===== config.mk =====
export PLATFORM = sky130hd
export DESIGN_NAME = az_acq_top
export DESIGN_NICKNAME = d
export VERILOG_FILES = /design/src/rtl/az_acq_pkg.sv /design/src/rtl/az_apb_regs.sv /design/src/rtl/az_sequencer.sv /design/src/rtl/adc_aperture_ctl.sv /design/src/rtl/az_acq_top.sv
export VERILOG_INCLUDE_DIRS = /design/src /design/src/rtl
export SDC_FILE = /design/constraint.sdc
export NUM_CORES = 1
export LEC_CHECK = 0
export BUFFER_PORTS_ARGS = -buffer_cell sky130_fd_sc_hd__buf_2
export CORE_MARGIN = 5
export CORE_UTILIZATION = 60
export CTS_BUF_LIST = sky130_fd_sc_hd__clkbuf_8
export DETAILED_ROUTE_END_ITERATION = 8
export PLACE_DENSITY = 0.81
export SYNTH_ARGS = -nofsm -noshare
export SYNTH_HDL_FRONTEND = slang
export SYNTH_SLANG_ARGS = --single-unit

===== constraint.sdc =====
create_clock -name clk -period 2.5 [get_ports clk]
set_input_delay 0.375 -clock clk [delete_from_list [all_inputs] [get_ports clk]]
set_output_delay 0.375 -clock clk [all_outputs]
set_load 0.1 [all_outputs]

===== src/rtl/az_acq_consts.svh =====
`ifndef AZ_ACQ_CONSTS_SVH
`define AZ_ACQ_CONSTS_SVH

// widths
`define AZ_CNT_W      24        // precharge / aperture down-counters
`define AZ_MUX_W      4         // az input mux code
`define AZ_PAIR_W     28        // completed hi+lo pairs
`define AZ_ADDR_W     5         // apb byte address, reaches 0x14
`define AZ_DATA_W     32

// apb register map, byte addresses
`define AZ_REG_CTRL       5'h00   // bit 0 arm
`define AZ_REG_PRECHARGE  5'h04
`define AZ_REG_LOMUX      5'h08
`define AZ_REG_APERTURE   5'h0C
`define AZ_REG_STATUS     5'h10   // read only
`define AZ_REG_COUNT      5'h14   // read only

// register reset values
`define AZ_PRECHARGE_RST  24'd4
`define AZ_APERTURE_RST   24'd8
`define AZ_LOMUX_RST      4'h0

// az mux and precharge switch levels
`define AZMUX_PCOUT   4'h1      // hi path, via the precharge switch
`define SW_PC_BOOT    1'b0      // signal protected, boot drives pcout
`define SW_PC_SIGNAL  1'b1

`endif


===== src/rtl/az_acq_pkg.sv =====
`include "az_acq_consts.svh"

package az_acq_pkg;

  // sequencer states, set-up state followed by its wait state
  typedef enum logic [4:0] {
    PARK,
    START,
    PC_BOOT,          // protect signal before touching the az mux
    PC_BOOT_WAIT,
    HI_SETTLE,        // az mux to pcout
    HI_SETTLE_WAIT,
    HI_SIGNAL,        // precharge switch to signal
    HI_SIGNAL_WAIT,
    HI_ACK,
    HI_MEAS,
    PC_REBOOT,
    PC_REBOOT_WAIT,
    LO_SETTLE,        // az mux to the lo reference
    LO_SETTLE_WAIT,
    LO_ACK,
    LO_MEAS
  } az_state_e;

  // adc stand-in
  typedef enum logic [1:0] {
    IDLE,
    ACK,
    INTEGRATE
  } adc_state_e;

  // register side configuration
  typedef struct packed {
    logic                  arm;
    logic [`AZ_MUX_W-1:0]  lo_mux;
    logic [`AZ_CNT_W-1:0]  precharge_cnt;
    logic [`AZ_CNT_W-1:0]  aperture_cnt;
  } acq_cfg_t;

  // sequencer status, displayed by the registers
  typedef struct packed {
    logic                  busy;
    logic                  sample_hi;   // 1 while the current sample is hi
    az_state_e             state;
    logic [`AZ_PAIR_W-1:0] pair_count;
  } acq_stat_t;

  // apb request bundle, prdata stays a plain port
  typedef struct packed {
    logic                  psel;
    logic                  penable;
    logic                  pwrite;
    logic [`AZ_ADDR_W-1:0] paddr;
    logic [`AZ_DATA_W-1:0] pwdata;
  } apb_req_t;

endpackage


===== src/rtl/az_apb_regs.sv =====
`include "az_acq_consts.svh"

module az_apb_regs import az_acq_pkg::*; (
  input  logic                  clk,
  input  logic                  rst_n,
  input  apb_req_t              apb_req,
  input  acq_stat_t             stat,
  output logic [`AZ_DATA_W-1:0] prdata,
  output logic                  pslverr,
  output acq_cfg_t              cfg
);

  logic     acc;        // access phase
  logic     addr_ok;    // address is mapped
  logic     ro_addr;    // status or count
  logic     wr_en;
  acq_cfg_t cfg_q;

  assign acc = apb_req.psel && apb_req.penable;

  // address decode
  always_comb
  begin
    addr_ok = 1'b1;
    ro_addr = 1'b0;
    case (apb_req.paddr)
      `AZ_REG_CTRL, `AZ_REG_PRECHARGE, `AZ_REG_LOMUX, `AZ_REG_APERTURE: ;
      `AZ_REG_STATUS, `AZ_REG_COUNT:
        ro_addr = 1'b1;
      default:
        addr_ok = 1'b0;
    endcase
  end

  // error in the access cycle, register file untouched
  assign pslverr = acc && (!addr_ok || (apb_req.pwrite && ro_addr));
  assign wr_en   = acc && apb_req.pwrite && !pslverr;

  //////////////////////////////
  // writable registers

  always_ff @(posedge clk)
  begin
    if (!rst_n)
    begin
      cfg_q.arm           <= 1'b0;
      cfg_q.lo_mux        <= `AZ_LOMUX_RST;
      cfg_q.precharge_cnt <= `AZ_PRECHARGE_RST;
      cfg_q.aperture_cnt  <= `AZ_APERTURE_RST;
    end
    else if (wr_en)
    begin
      case (apb_req.paddr)
        `AZ_REG_CTRL:      cfg_q.arm           <= apb_req.pwdata[0];   // level held
        `AZ_REG_PRECHARGE: cfg_q.precharge_cnt <= apb_req.pwdata[`AZ_CNT_W-1:0];
        `AZ_REG_LOMUX:     cfg_q.lo_mux        <= apb_req.pwdata[`AZ_MUX_W-1:0];
        `AZ_REG_APERTURE:  cfg_q.aperture_cnt  <= apb_req.pwdata[`AZ_CNT_W-1:0];
        default: ;
      endcase
    end
  end

  assign cfg = cfg_q;

  //////////////////////////////
  // read mux, zero wait state

  always_comb
  begin
    prdata = '0;
    case (apb_req.paddr)
      `AZ_REG_CTRL:      prdata[0] = cfg_q.arm;
      `AZ_REG_PRECHARGE: prdata[`AZ_CNT_W-1:0] = cfg_q.precharge_cnt;
      `AZ_REG_LOMUX:     prdata[`AZ_MUX_W-1:0] = cfg_q.lo_mux;
      `AZ_REG_APERTURE:  prdata[`AZ_CNT_W-1:0] = cfg_q.aperture_cnt;
      `AZ_REG_STATUS:
      begin
        prdata[0]   = stat.busy;
        prdata[1]   = stat.sample_hi;
        prdata[6:2] = stat.state;     // az_state_e code
      end
      `AZ_REG_COUNT:     prdata[`AZ_PAIR_W-1:0] = stat.pair_count;
      default: ;                      // unmapped reads as zero
    endcase
  end

endmodule


===== src/rtl/az_sequencer.sv =====
`include "az_acq_consts.svh"

module az_sequencer import az_acq_pkg::*; (
  input  logic                 clk,
  input  logic                 rst_n,
  input  acq_cfg_t             cfg,
  input  logic                 adc_valid,
  output logic                 adc_trig,
  output logic                 sw_pc_ctl,
  output logic [`AZ_MUX_W-1:0] azmux,
  output acq_stat_t            stat
);

  az_state_e              state_q;
  logic [`AZ_CNT_W-1:0]   cnt_q;        // down-counter for the timed waits
  logic [1:0]             arm_sync;     // [1] older, [0] newer
  logic                   arm_rise;
  logic                   arm_fall;
  logic                   sample_hi_q;
  logic [`AZ_PAIR_W-1:0]  pair_q;

  assign arm_rise = arm_sync[0] && !arm_sync[1];
  assign arm_fall = !arm_sync[0] && arm_sync[1];

  always_ff @(posedge clk)
  begin
    if (!rst_n)
    begin
      state_q     <= PARK;
      cnt_q       <= '0;
      arm_sync    <= 2'b00;
      adc_trig    <= 1'b0;
      sw_pc_ctl   <= `SW_PC_BOOT;
      azmux       <= `AZ_LOMUX_RST;
      sample_hi_q <= 1'b0;
      pair_q      <= '0;
    end
    else
    begin
      cnt_q    <= cnt_q - 1'b1;                 // free running, reloaded per phase
      arm_sync <= {arm_sync[0], cfg.arm};

      case (state_q)
        PARK: ;                                 // held until an arm rise
        START:
          state_q <= PC_BOOT;

        //////////////////////////////
        // protect the signal from az switch charge injection
        PC_BOOT:
        begin
          sw_pc_ctl <= `SW_PC_BOOT;
          cnt_q     <= cfg.precharge_cnt;
          state_q   <= PC_BOOT_WAIT;
        end
        PC_BOOT_WAIT:
          if (cnt_q == '0) state_q <= HI_SETTLE;

        //////////////////////////////
        // hi sample
        HI_SETTLE:
        begin
          azmux   <= `AZMUX_PCOUT;              // signal still behind boot
          cnt_q   <= cfg.precharge_cnt;
          state_q <= HI_SETTLE_WAIT;
        end
        HI_SETTLE_WAIT:
          if (cnt_q == '0) state_q <= HI_SIGNAL;
        HI_SIGNAL:
        begin
          sw_pc_ctl <= `SW_PC_SIGNAL;           // let the sig/boot offset settle
          cnt_q     <= cfg.precharge_cnt;
          state_q   <= HI_SIGNAL_WAIT;
        end
        HI_SIGNAL_WAIT:
          if (cnt_q == '0)
          begin
            adc_trig <= 1'b1;
            state_q  <= HI_ACK;
          end
        HI_ACK:
          if (!adc_valid)                       // adc took the trigger
          begin
            adc_trig    <= 1'b0;
            sample_hi_q <= 1'b1;
            state_q     <= HI_MEAS;
          end
        HI_MEAS:
          if (adc_valid) state_q <= PC_REBOOT;

        //////////////////////////////
        // lo sample
        PC_REBOOT:
        begin
          sw_pc_ctl <= `SW_PC_BOOT;
          cnt_q     <= cfg.precharge_cnt;
          state_q   <= PC_REBOOT_WAIT;
        end
        PC_REBOOT_WAIT:
          if (cnt_q == '0) state_q <= LO_SETTLE;
        LO_SETTLE:
        begin
          azmux   <= cfg.lo_mux;                // zero reference
          cnt_q   <= cfg.precharge_cnt;
          state_q <= LO_SETTLE_WAIT;
        end
        LO_SETTLE_WAIT:
          if (cnt_q == '0)
          begin
            adc_trig <= 1'b1;
            state_q  <= LO_ACK;
          end
        LO_ACK:
          if (!adc_valid)
          begin
            adc_trig    <= 1'b0;
            sample_hi_q <= 1'b0;
            state_q     <= LO_MEAS;
          end
        LO_MEAS:
          if (adc_valid)
          begin
            pair_q  <= pair_q + 1'b1;           // hi+lo pair done
            state_q <= HI_SETTLE;               // loop, no second boot phase
          end
        default:
          state_q <= PARK;
      endcase

      // arm edges win over the case above
      if (arm_rise)
      begin
        state_q  <= START;
        adc_trig <= 1'b0;
      end
      else if (arm_fall)
      begin
        state_q  <= PARK;
        adc_trig <= 1'b0;
      end
    end
  end

  assign stat = '{busy:       (state_q != PARK),
                  sample_hi:  sample_hi_q,
                  state:      state_q,
                  pair_count: pair_q};

  // a trigger only ever samples the hi path or the selected lo reference
  a_trig_path: assert property (@(posedge clk) disable iff (!rst_n)
    adc_trig |-> (((azmux == `AZMUX_PCOUT) && (sw_pc_ctl == `SW_PC_SIGNAL))
                  || (azmux == cfg.lo_mux)));

  // parked sequencer only wakes two cycles after the arm register rises
  a_park_hold: assert property (@(posedge clk) disable iff (!rst_n)
    ((state_q == PARK) && !($past(cfg.arm) && !$past(cfg.arm, 2))) |=> (state_q == PARK));

endmodule


===== src/rtl/adc_aperture_ctl.sv =====
`include "az_acq_consts.svh"

module adc_aperture_ctl import az_acq_pkg::*; (
  input  logic     clk,
  input  logic     rst_n,
  input  acq_cfg_t cfg,
  input  logic     adc_trig,
  output logic     adc_valid
);

  adc_state_e           state_q;
  logic [`AZ_CNT_W-1:0] cnt_q;    // aperture down-counter

  //////////////////////////////
  // integrating adc stand-in

  always_ff @(posedge clk)
  begin
    if (!rst_n)
    begin
      state_q   <= IDLE;
      cnt_q     <= '0;
      adc_valid <= 1'b1;          // nothing pending out of reset
    end
    else
    begin
      case (state_q)
        IDLE:
          if (adc_trig)
          begin
            adc_valid <= 1'b0;    // acknowledge
            state_q   <= ACK;
          end
        ACK:
        begin
          // aperture is sampled once per conversion
          cnt_q   <= cfg.aperture_cnt;
          state_q <= INTEGRATE;
        end
        INTEGRATE:
        begin
          cnt_q <= cnt_q - 1'b1;
          if (cnt_q == '0)        // aperture_cnt+1 cycles spent here
          begin
            adc_valid <= 1'b1;    // held until the next trigger
            state_q   <= IDLE;
          end
        end
        default:
          state_q <= IDLE;
      endcase
    end
  end

endmodule


===== src/rtl/az_acq_top.sv =====
`include "az_acq_consts.svh"

module az_acq_top import az_acq_pkg::*; (
  input  logic                  clk,
  input  logic                  rst_n,
  input  logic                  psel,
  input  logic                  penable,
  input  logic                  pwrite,
  input  logic [`AZ_ADDR_W-1:0] paddr,
  input  logic [`AZ_DATA_W-1:0] pwdata,
  output logic [`AZ_DATA_W-1:0] prdata,
  output logic                  pready,
  output logic                  pslverr,
  output logic [`AZ_MUX_W-1:0]  azmux,
  output logic                  sw_pc_ctl,
  output logic [1:0]            monitor
);

  apb_req_t  apb_req;
  acq_cfg_t  cfg;
  acq_stat_t stat;
  logic      adc_trig;
  logic      adc_valid;

  assign apb_req = '{psel: psel, penable: penable, pwrite: pwrite,
                     paddr: paddr, pwdata: pwdata};
  assign pready  = 1'b1;                          // no wait states

  az_apb_regs regs_i (
    .clk     (clk),
    .rst_n   (rst_n),
    .apb_req (apb_req),
    .stat    (stat),
    .prdata  (prdata),
    .pslverr (pslverr),
    .cfg     (cfg)
  );

  az_sequencer seq_i (
    .clk       (clk),
    .rst_n     (rst_n),
    .cfg       (cfg),
    .adc_valid (adc_valid),
    .adc_trig  (adc_trig),
    .sw_pc_ctl (sw_pc_ctl),
    .azmux     (azmux),
    .stat      (stat)
  );

  adc_aperture_ctl adc_i (
    .clk       (clk),
    .rst_n     (rst_n),
    .cfg       (cfg),
    .adc_trig  (adc_trig),
    .adc_valid (adc_valid)
  );

  assign monitor[0] = adc_trig;
  assign monitor[1] = (azmux == `AZMUX_PCOUT);    // taking a hi sample

endmodule


==> results of run 1 <==
[area by class of cell]
type,instances,area (µm²),share of cell area
inverter,28,106.4,0.01117
clock buffer,18,247.7,0.02601
multi-input combinational,739,4688,0.4922
tap,172,215.2,0.02259
clock inverter,14,211.5,0.02220
timing repair buffer,112,1154,0.1211
sequential,145,2903,0.3047
[stage by stage]
step	util	hold WS, ns	TNS [ns]	power [µW]	setup slack, ns
after CTS	0.7480	0.1379	0	7658	0.006786
after global placement	0.7119	0.4495	0	5437	0.2380
after detailed placement	0.7119	0.4633	0	5526	0.2325
after floorplan	-	0.4380	-4.868	4712	-0.5927
final	0.7487	0.1444	0	7723	0.1273
after global routing	0.7487	0.1522	0	8117	0.0008187
[power by group]
| group | switching (µW) | leakage [µW] | internal (µW) | total [µW] |
|---|---|---|---|---|
| logic | 1770 | 0.00224 | 1020 | 2800 |
| clock network | 943 | 0.000235 | 1210 | 2160 |
| registers | 243 | 0.00117 | 2530 | 2770 |
| total | 2960 | 0.00364 | 4770 | 7720 |
[registers in the layout (all words and copies together), names as in the netlist, 2 cells and up]
register        cells
adc_i.cnt_q        24
adc_i.state_q       2
seq_i.arm_sync      2
seq_i.azmux         4
regs_i.cfg         53
seq_i.cnt_q        24
seq_i.state_q       4
seq_i.pair_q       28
[synth_stat cells (5+ instances only)]
cell type,count,area share
dfxtp_1,145,0.37
ha_1,11,0.018
a22oi_1,8,0.0077
nor4_1,16,0.013
xor2_1,8,0.0089
nand2b_1,8,0.0064
nor2b_1,7,0.0056
xnor2_1,10,0.011
o31a_1,6,0.0067
or4_1,33,0.032
and4_1,6,0.0067
a21oi_1,85,0.054
o21ai_0,35,0.022
o31ai_1,25,0.024
nand3_1,20,0.013
buf_4,8,0.0077
buf_2,5,0.0032
mux2i_1,59,0.075
clkbuf_1,59,0.028
a31oi_1,16,0.013
a211oi_1,15,0.014
or3_1,9,0.0072
nand2_1,104,0.050
nand4_1,19,0.015
nor2_1,124,0.059
and3_1,11,0.0088
inv_1,26,0.012
nor3_1,23,0.015
[how the worst min path moves through the flow]
stage,cells after the start,slack [ns],end
5_1_grt,3,0.15,regs_i.cfg[3]
2_1_floorplan,2,0.44,seq_i.pair_q[27]
6_report,3,0.14,regs_i.cfg[4]
4_1_cts,3,0.14,regs_i.cfg[4]
3_5_place_dp,2,0.46,seq_i.pair_q[27]
3_3_place_gp,2,0.45,seq_i.pair_q[27]
[what timing repair did]
| action | 4_1_cts | 5_1_grt |
|---|---|---|
| hold buffers | 0 | 0 |
| endpoints found under the setup margin | 0 | 1 |
| gates resized for setup | 0 | 3 |
| hold endpoints to repair | 0 | 0 |
[cell families (layout without fill, tap and decap cells)]
| logic type | after synthesis | after routing | share of synthesized area |
|---|---|---|---|
| flip-flops | 145 | 145 | 0.3703 |
| buffers and inverters | 105 | 172 | 0.05586 |
| XOR/XNOR | 18 | 18 | 0.02011 |
| other | 2 | 5 | 0.0009579 |
| AND/OR/NAND/NOR | 407 | 407 | 0.2622 |
| adder cells (fa/ha/maj) | 11 | 11 | 0.01755 |
| AO/OA/AOI/OAI | 237 | 237 | 0.1934 |
| multiplexers | 61 | 61 | 0.07964 |
[routing by layer]
metal,vias up,GRT usage
met5,-,0
met2,288,0.4704
met3,52,0.05317
met1,3662,0.3884
li1,3708,-
met4,0,0.09929
[worst max-delay path, cell delays in order (launching register included)]
cell,delay (ns)
dfxtp_1,0.44
buf_4,0.24
nor4_2,0.06
o21ai_0,0.19
a31oi_1,0.15
nor3_4,0.13
buf_4,0.31
==> flow_summary.yaml, run 1 <==
timing:
  min_period_ns: 2.373
  fmax_ghz: 0.4215
  final-hold-violation-count: 0
  grt_setup_unrepaired: "false"
  fin_worst_skew_ns: 0.01043
  finalCritPeriodShare: 0.9491
  slew_headroom: 0.5261
  setup_viol: 0
  tightest_slew_ns: 0.7010
  drv_slew: 0
final_layout:
  final_cell_mix: "145 x dfxtp_1, 114 x nor2_1, 104 x nand2_1"
  final_nets: 1096
  layout_commonest_cell: "dfxtp_1"
  antennaDiodeCount: 0
  fin_area_um2: 9525
  finalNonFillerCells: 1228
  fillerInstances: 949
  syn_to_final_growth_pct: 21.50
  drive_gt1_frac: 0.1714
critical_path:
  start_kind: "flip-flop"
  cp.arrival_ns: 2.00
  endpoint_kind: "output pin"
  crit_required_ns: 2.12
  r2r-start: "seq_i.cnt_q[0]"
  cp-startpoint: "seq_i.state_q[1]"
  crit_fanout: 12
  path_class: "flip-flop to output pin"
  reg2reg_to: "seq_i.cnt_q[22]"
  crit_end: "prdata[0]"
  reg2reg_depth: 5
  regToRegSetupSlack_ns: 0.35
route:
  num_vias: 7710
  vias_per_cell: 6.279
  drc: 0
  wl_per_cell_um: 18.42
  dr.pass1.iters: 5
  wl_met2_mm: 10.68
  detail-route-antenna-nets: 0
  drt_wl_total_mm: 22.62
  drtIter0Drc: 988
  top_layer: "met4"
  wl_met3_mm: 1.382
  met1_length_mm: 10.01
clock_network:
  cts_tree: "built"
  cts_max_path_buffers: 2
  root_buffer: "clkbuf_8"
  cts.reportedPaths.clkPinSlew_ns: 0.08
  cts.sinks: 145
  htreeDepth: 4
  cts_made_buffers: 17
  postCtsSetupBuffers: 0
  worstSkewPairLatency_ns: 0.48
run:
  maxCapViolations: 0
floorplan:
  rows: 41
  start_util: 0.6162
  die_w_um: 124.3
  core_um2: 12720
  dieArea_um2: 15450
  dieHeight_um: 124.3
  num_io_pins: 83
synthesis:
  seq_area_frac_synth: 0.3703
  ys_async_sr_fraction: 0
  netlist_area_um2: 7840
  synth_cells: 986
  yosys_warnings: 0
  synth_cell_types: 69
  synth-seq-cells: 145
  synth-edff-count: 0
  syn_avg_cell_area_um2: 7.951
  ys.flop_type: "dfxtp_1"
global_routing:
  grt.overflow.total: 0
  antenna_found_initial: 0
  grt_max_degree: 72
  grt_first_pass_wirelength_mm: 37.11
  grt_use_total: 0.2899
  grt_pass1_vias: 7247
placed_design:
  numPortBuffers: 69
  place_area_um2: 9057
  hpwl_mm: 16.27
  dp_cells: 1196
  gp_congestion: 0.9347
pwr:
  power_leakage_uw: 0.003643
  ir_drop_v: 0.0006497
  p_per_area_nw_per_um2: 810.8
status:
  status: "complete, no violations"
worst_hold_path:
  hold_class: "input pin to flip-flop"
  worstHoldStart: "pwdata[4]"
Power figures use the tool's default switching activity.
==> run 2, diff against run 1 <==
--- a/config.mk
+++ b/config.mk
@@ -9,5 +9,5 @@
 export BUFFER_PORTS_ARGS = -buffer_cell sky130_fd_sc_hd__buf_2
-export CORE_MARGIN = 5
 export CORE_UTILIZATION = 60
 export CTS_BUF_LIST = sky130_fd_sc_hd__clkbuf_8
+export CTS_CLUSTER_DIAMETER = 120
 export DETAILED_ROUTE_END_ITERATION = 8
==> constraint.sdc (replaced) <==
create_clock -name clk -period 2.5 [get_ports clk]
set_input_delay 0.25 -clock clk [delete_from_list [all_inputs] [get_ports clk]]
set_output_delay 0.25 -clock clk [all_outputs]
set_load 0.1 [all_outputs]
==> flow_summary.yaml, run 2 (synthesized netlist as in run 1, its figures left out) <==
status:
  status: "complete, no violations"
run:
  maxCapViolations: 0
clock_network:
  cts.reportedPaths.clkPinSlew_ns: 0.08
  root_buffer: "clkbuf_8"
  cts.sinks: 145
  worstSkewPairLatency_ns: 0.46
  cts_resized: 0
  cts_hold_buf: 0
  cts_made_buffers: 17
  postCtsSetupBuffers: 0
  cts_tree: "built"
  htreeDepth: 4
  cts_max_path_buffers: 2
worst_hold_path:
  worstHoldStart: "pwdata[17]"
  min_to: "regs_i.cfg[17]"
  hold_depth: 3
  hold_class: "input pin to flip-flop"
timing:
  setup_tns_ns: 0
  grt_setup_unrepaired: "false"
  hold_slack_ns: 0.03637
  fin_worst_skew_ns: 0.01120
  final-hold-violation-count: 0
  drv_slew: 0
  setup_viol: 0
  slew_headroom: 0.5701
  finalCritPeriodShare: 0.9408
  fmax_ghz: 0.4251
  min_period_ns: 2.352
  tightest_slew_ns: 0.6358
critical_path:
  crit_family: "buffers and inverters"
  endpoint_kind: "output pin"
  path_cells: "buf_4 > nor4_1 > o21ai_0 > a31oi_1 > nor3_4 > buf_2"
  crit_fanout: 13
  reg2reg_to: "seq_i.pair_q[19]"
  regToRegSetupSlack_ns: 0.32
  cp.arrival_ns: 2.10
  start_kind: "flip-flop"
  crit_required_ns: 2.25
  cp.depth: 6
  cpMaxStageDelayCell: "dfxtp_1"
  cpPeakStageDelay_ns: 0.48
  reg2reg_depth: 5
  path_class: "flip-flop to output pin"
  path_buf_inv: 2
  r2r-start: "seq_i.state_q[0]"
final_layout:
  drive_gt1_frac: 0.1633
  syn_to_final_growth_pct: 18.70
  antennaDiodeCount: 0
  fin_area_um2: 9306
  fillerInstances: 949
  final_cell_mix: "145 x dfxtp_1, 114 x nor2_1, 104 x nand2_1"
  finalNonFillerCells: 1219
  final_nets: 1089
  layout_commonest_cell: "dfxtp_1"
  largest_register_ffs: 53
global_routing:
  grt_first_pass_wirelength_mm: 35.18
  antenna_found_initial: 0
  grt_max_degree: 66
  grt.overflow.total: 0
  grt_use_total: 0.3389
  grt_pass1_vias: 6915
route:
  num_vias: 7772
  vias_per_cell: 6.376
  dr.pass1.iters: 7
  detail-route-antenna-nets: 0
  drt_wl_total_mm: 22.20
  drtIter0Drc: 787
  wl_per_cell_um: 18.21
  drc: 0
placed_design:
  dp_cells: 1189
  numPortBuffers: 69
  hpwl_mm: 15.45
  place_area_um2: 8867
  gp_congestion: 0.9327
pwr:
  power_frac_comb: 0.355
  ir_drop_v: 0.0006480
  switchingPower_uw: 2817
  power_leakage_uw: 0.003563
  p_int_uw: 4713
  p_clk_frac: 0.277
  swShare: 0.3741
  p_per_area_nw_per_um2: 809.1
  seqPwrFrac: 0.368
floorplan:
  num_io_pins: 83
  core_um2: 12670
  dieHeight_um: 116.3
  start_util: 0.6187
  die_w_um: 116.3
  rows: 41
  dieArea_um2: 13530
[run 2: changes by cell type in the layout (fill, tap and decap cells not counted), moves of 2 or more]
| cell | before | now |
|---|---|---|
| nor2_2 | 0 | 10 |
| nor2_4 | 10 | 0 |
| buf_12 | 33 | 28 |
| buf_4 | 39 | 35 |
| buf_2 | 40 | 42 |
| clkinv_4 | 2 | 0 |
| clkinvlp_4 | 1 | 3 |
| inv_6 | 2 | 0 |
| o21ai_2 | 3 | 5 |
| o21ai_4 | 2 | 0 |
[run 2: area by class of cell]
class                           instances  area (µm²)  share of cell area
Clock buffer                           18       247.7             0.02662
Clock inverter                         12       191.4             0.02057
Inverter                               28       106.4             0.01143
Multi-Input combinational cell        739        4609              0.4953
Sequential cell                       145        2903              0.3119
Tap cell                              172       215.2             0.02312
Timing Repair Buffer                  105        1033              0.1111
[run 2: power groups by stage]
stage | logic, µW | clock network [µW] | registers [µW]
2_1_floorplan | 1920 | 0 | 2790
3_3_place_gp | 2590 | 0 | 2800
3_5_place_dp | 2630 | 0 | 2810
4_1_cts | 2640 | 2090 | 2760
5_1_grt | 2940 | 2190 | 2800
6_report | 2670 | 2090 | 2770
[run 2: stage by stage]
step / utilization / setup WS (ns) / power [µW]
floorplan: - / -0.3698 / 4706
global route: 0.7345 / 0.01743 / 7938
global placement: 0.6998 / 0.4531 / 5388
CTS: 0.7345 / 0.1438 / 7496
finish: 0.7345 / 0.1479 / 7530
detailed placement: 0.6998 / 0.3741 / 5440
[run 2: worst reg2reg max path, cell delays in order (launching register included)]
cell and delay (ns):
dfxtp_1 0.48, nand3_4 0.18, or4_1 0.51, buf_4 0.24, or4_1 0.52, a21oi_1 0.19
[run 2: metal layers]
metal	part of all wire	track usage	vias to the layer above
met3	0.081	0.07784	55
met5	0	0	-
li1	-	-	3692
met2	0.46	0.5302	360
met4	0.027	0.1248	0
met1	0.43	0.4564	3665
[run 2: worst max-delay path by stage]
stage / startpoint / endpoint / slack (ns)
3_3_place_gp: seq_i.cnt_q[0] / seq_i.cnt_q[10] / 0.45
2_1_floorplan: paddr[4] / prdata[22] / -0.37
6_report: seq_i.state_q[0] / prdata[0] / 0.15
4_1_cts: seq_i.state_q[0] / prdata[0] / 0.14
3_5_place_dp: adc_i.cnt_q[0] / adc_i.cnt_q[20] / 0.37
5_1_grt: seq_i.state_q[0] / prdata[0] / 0.02
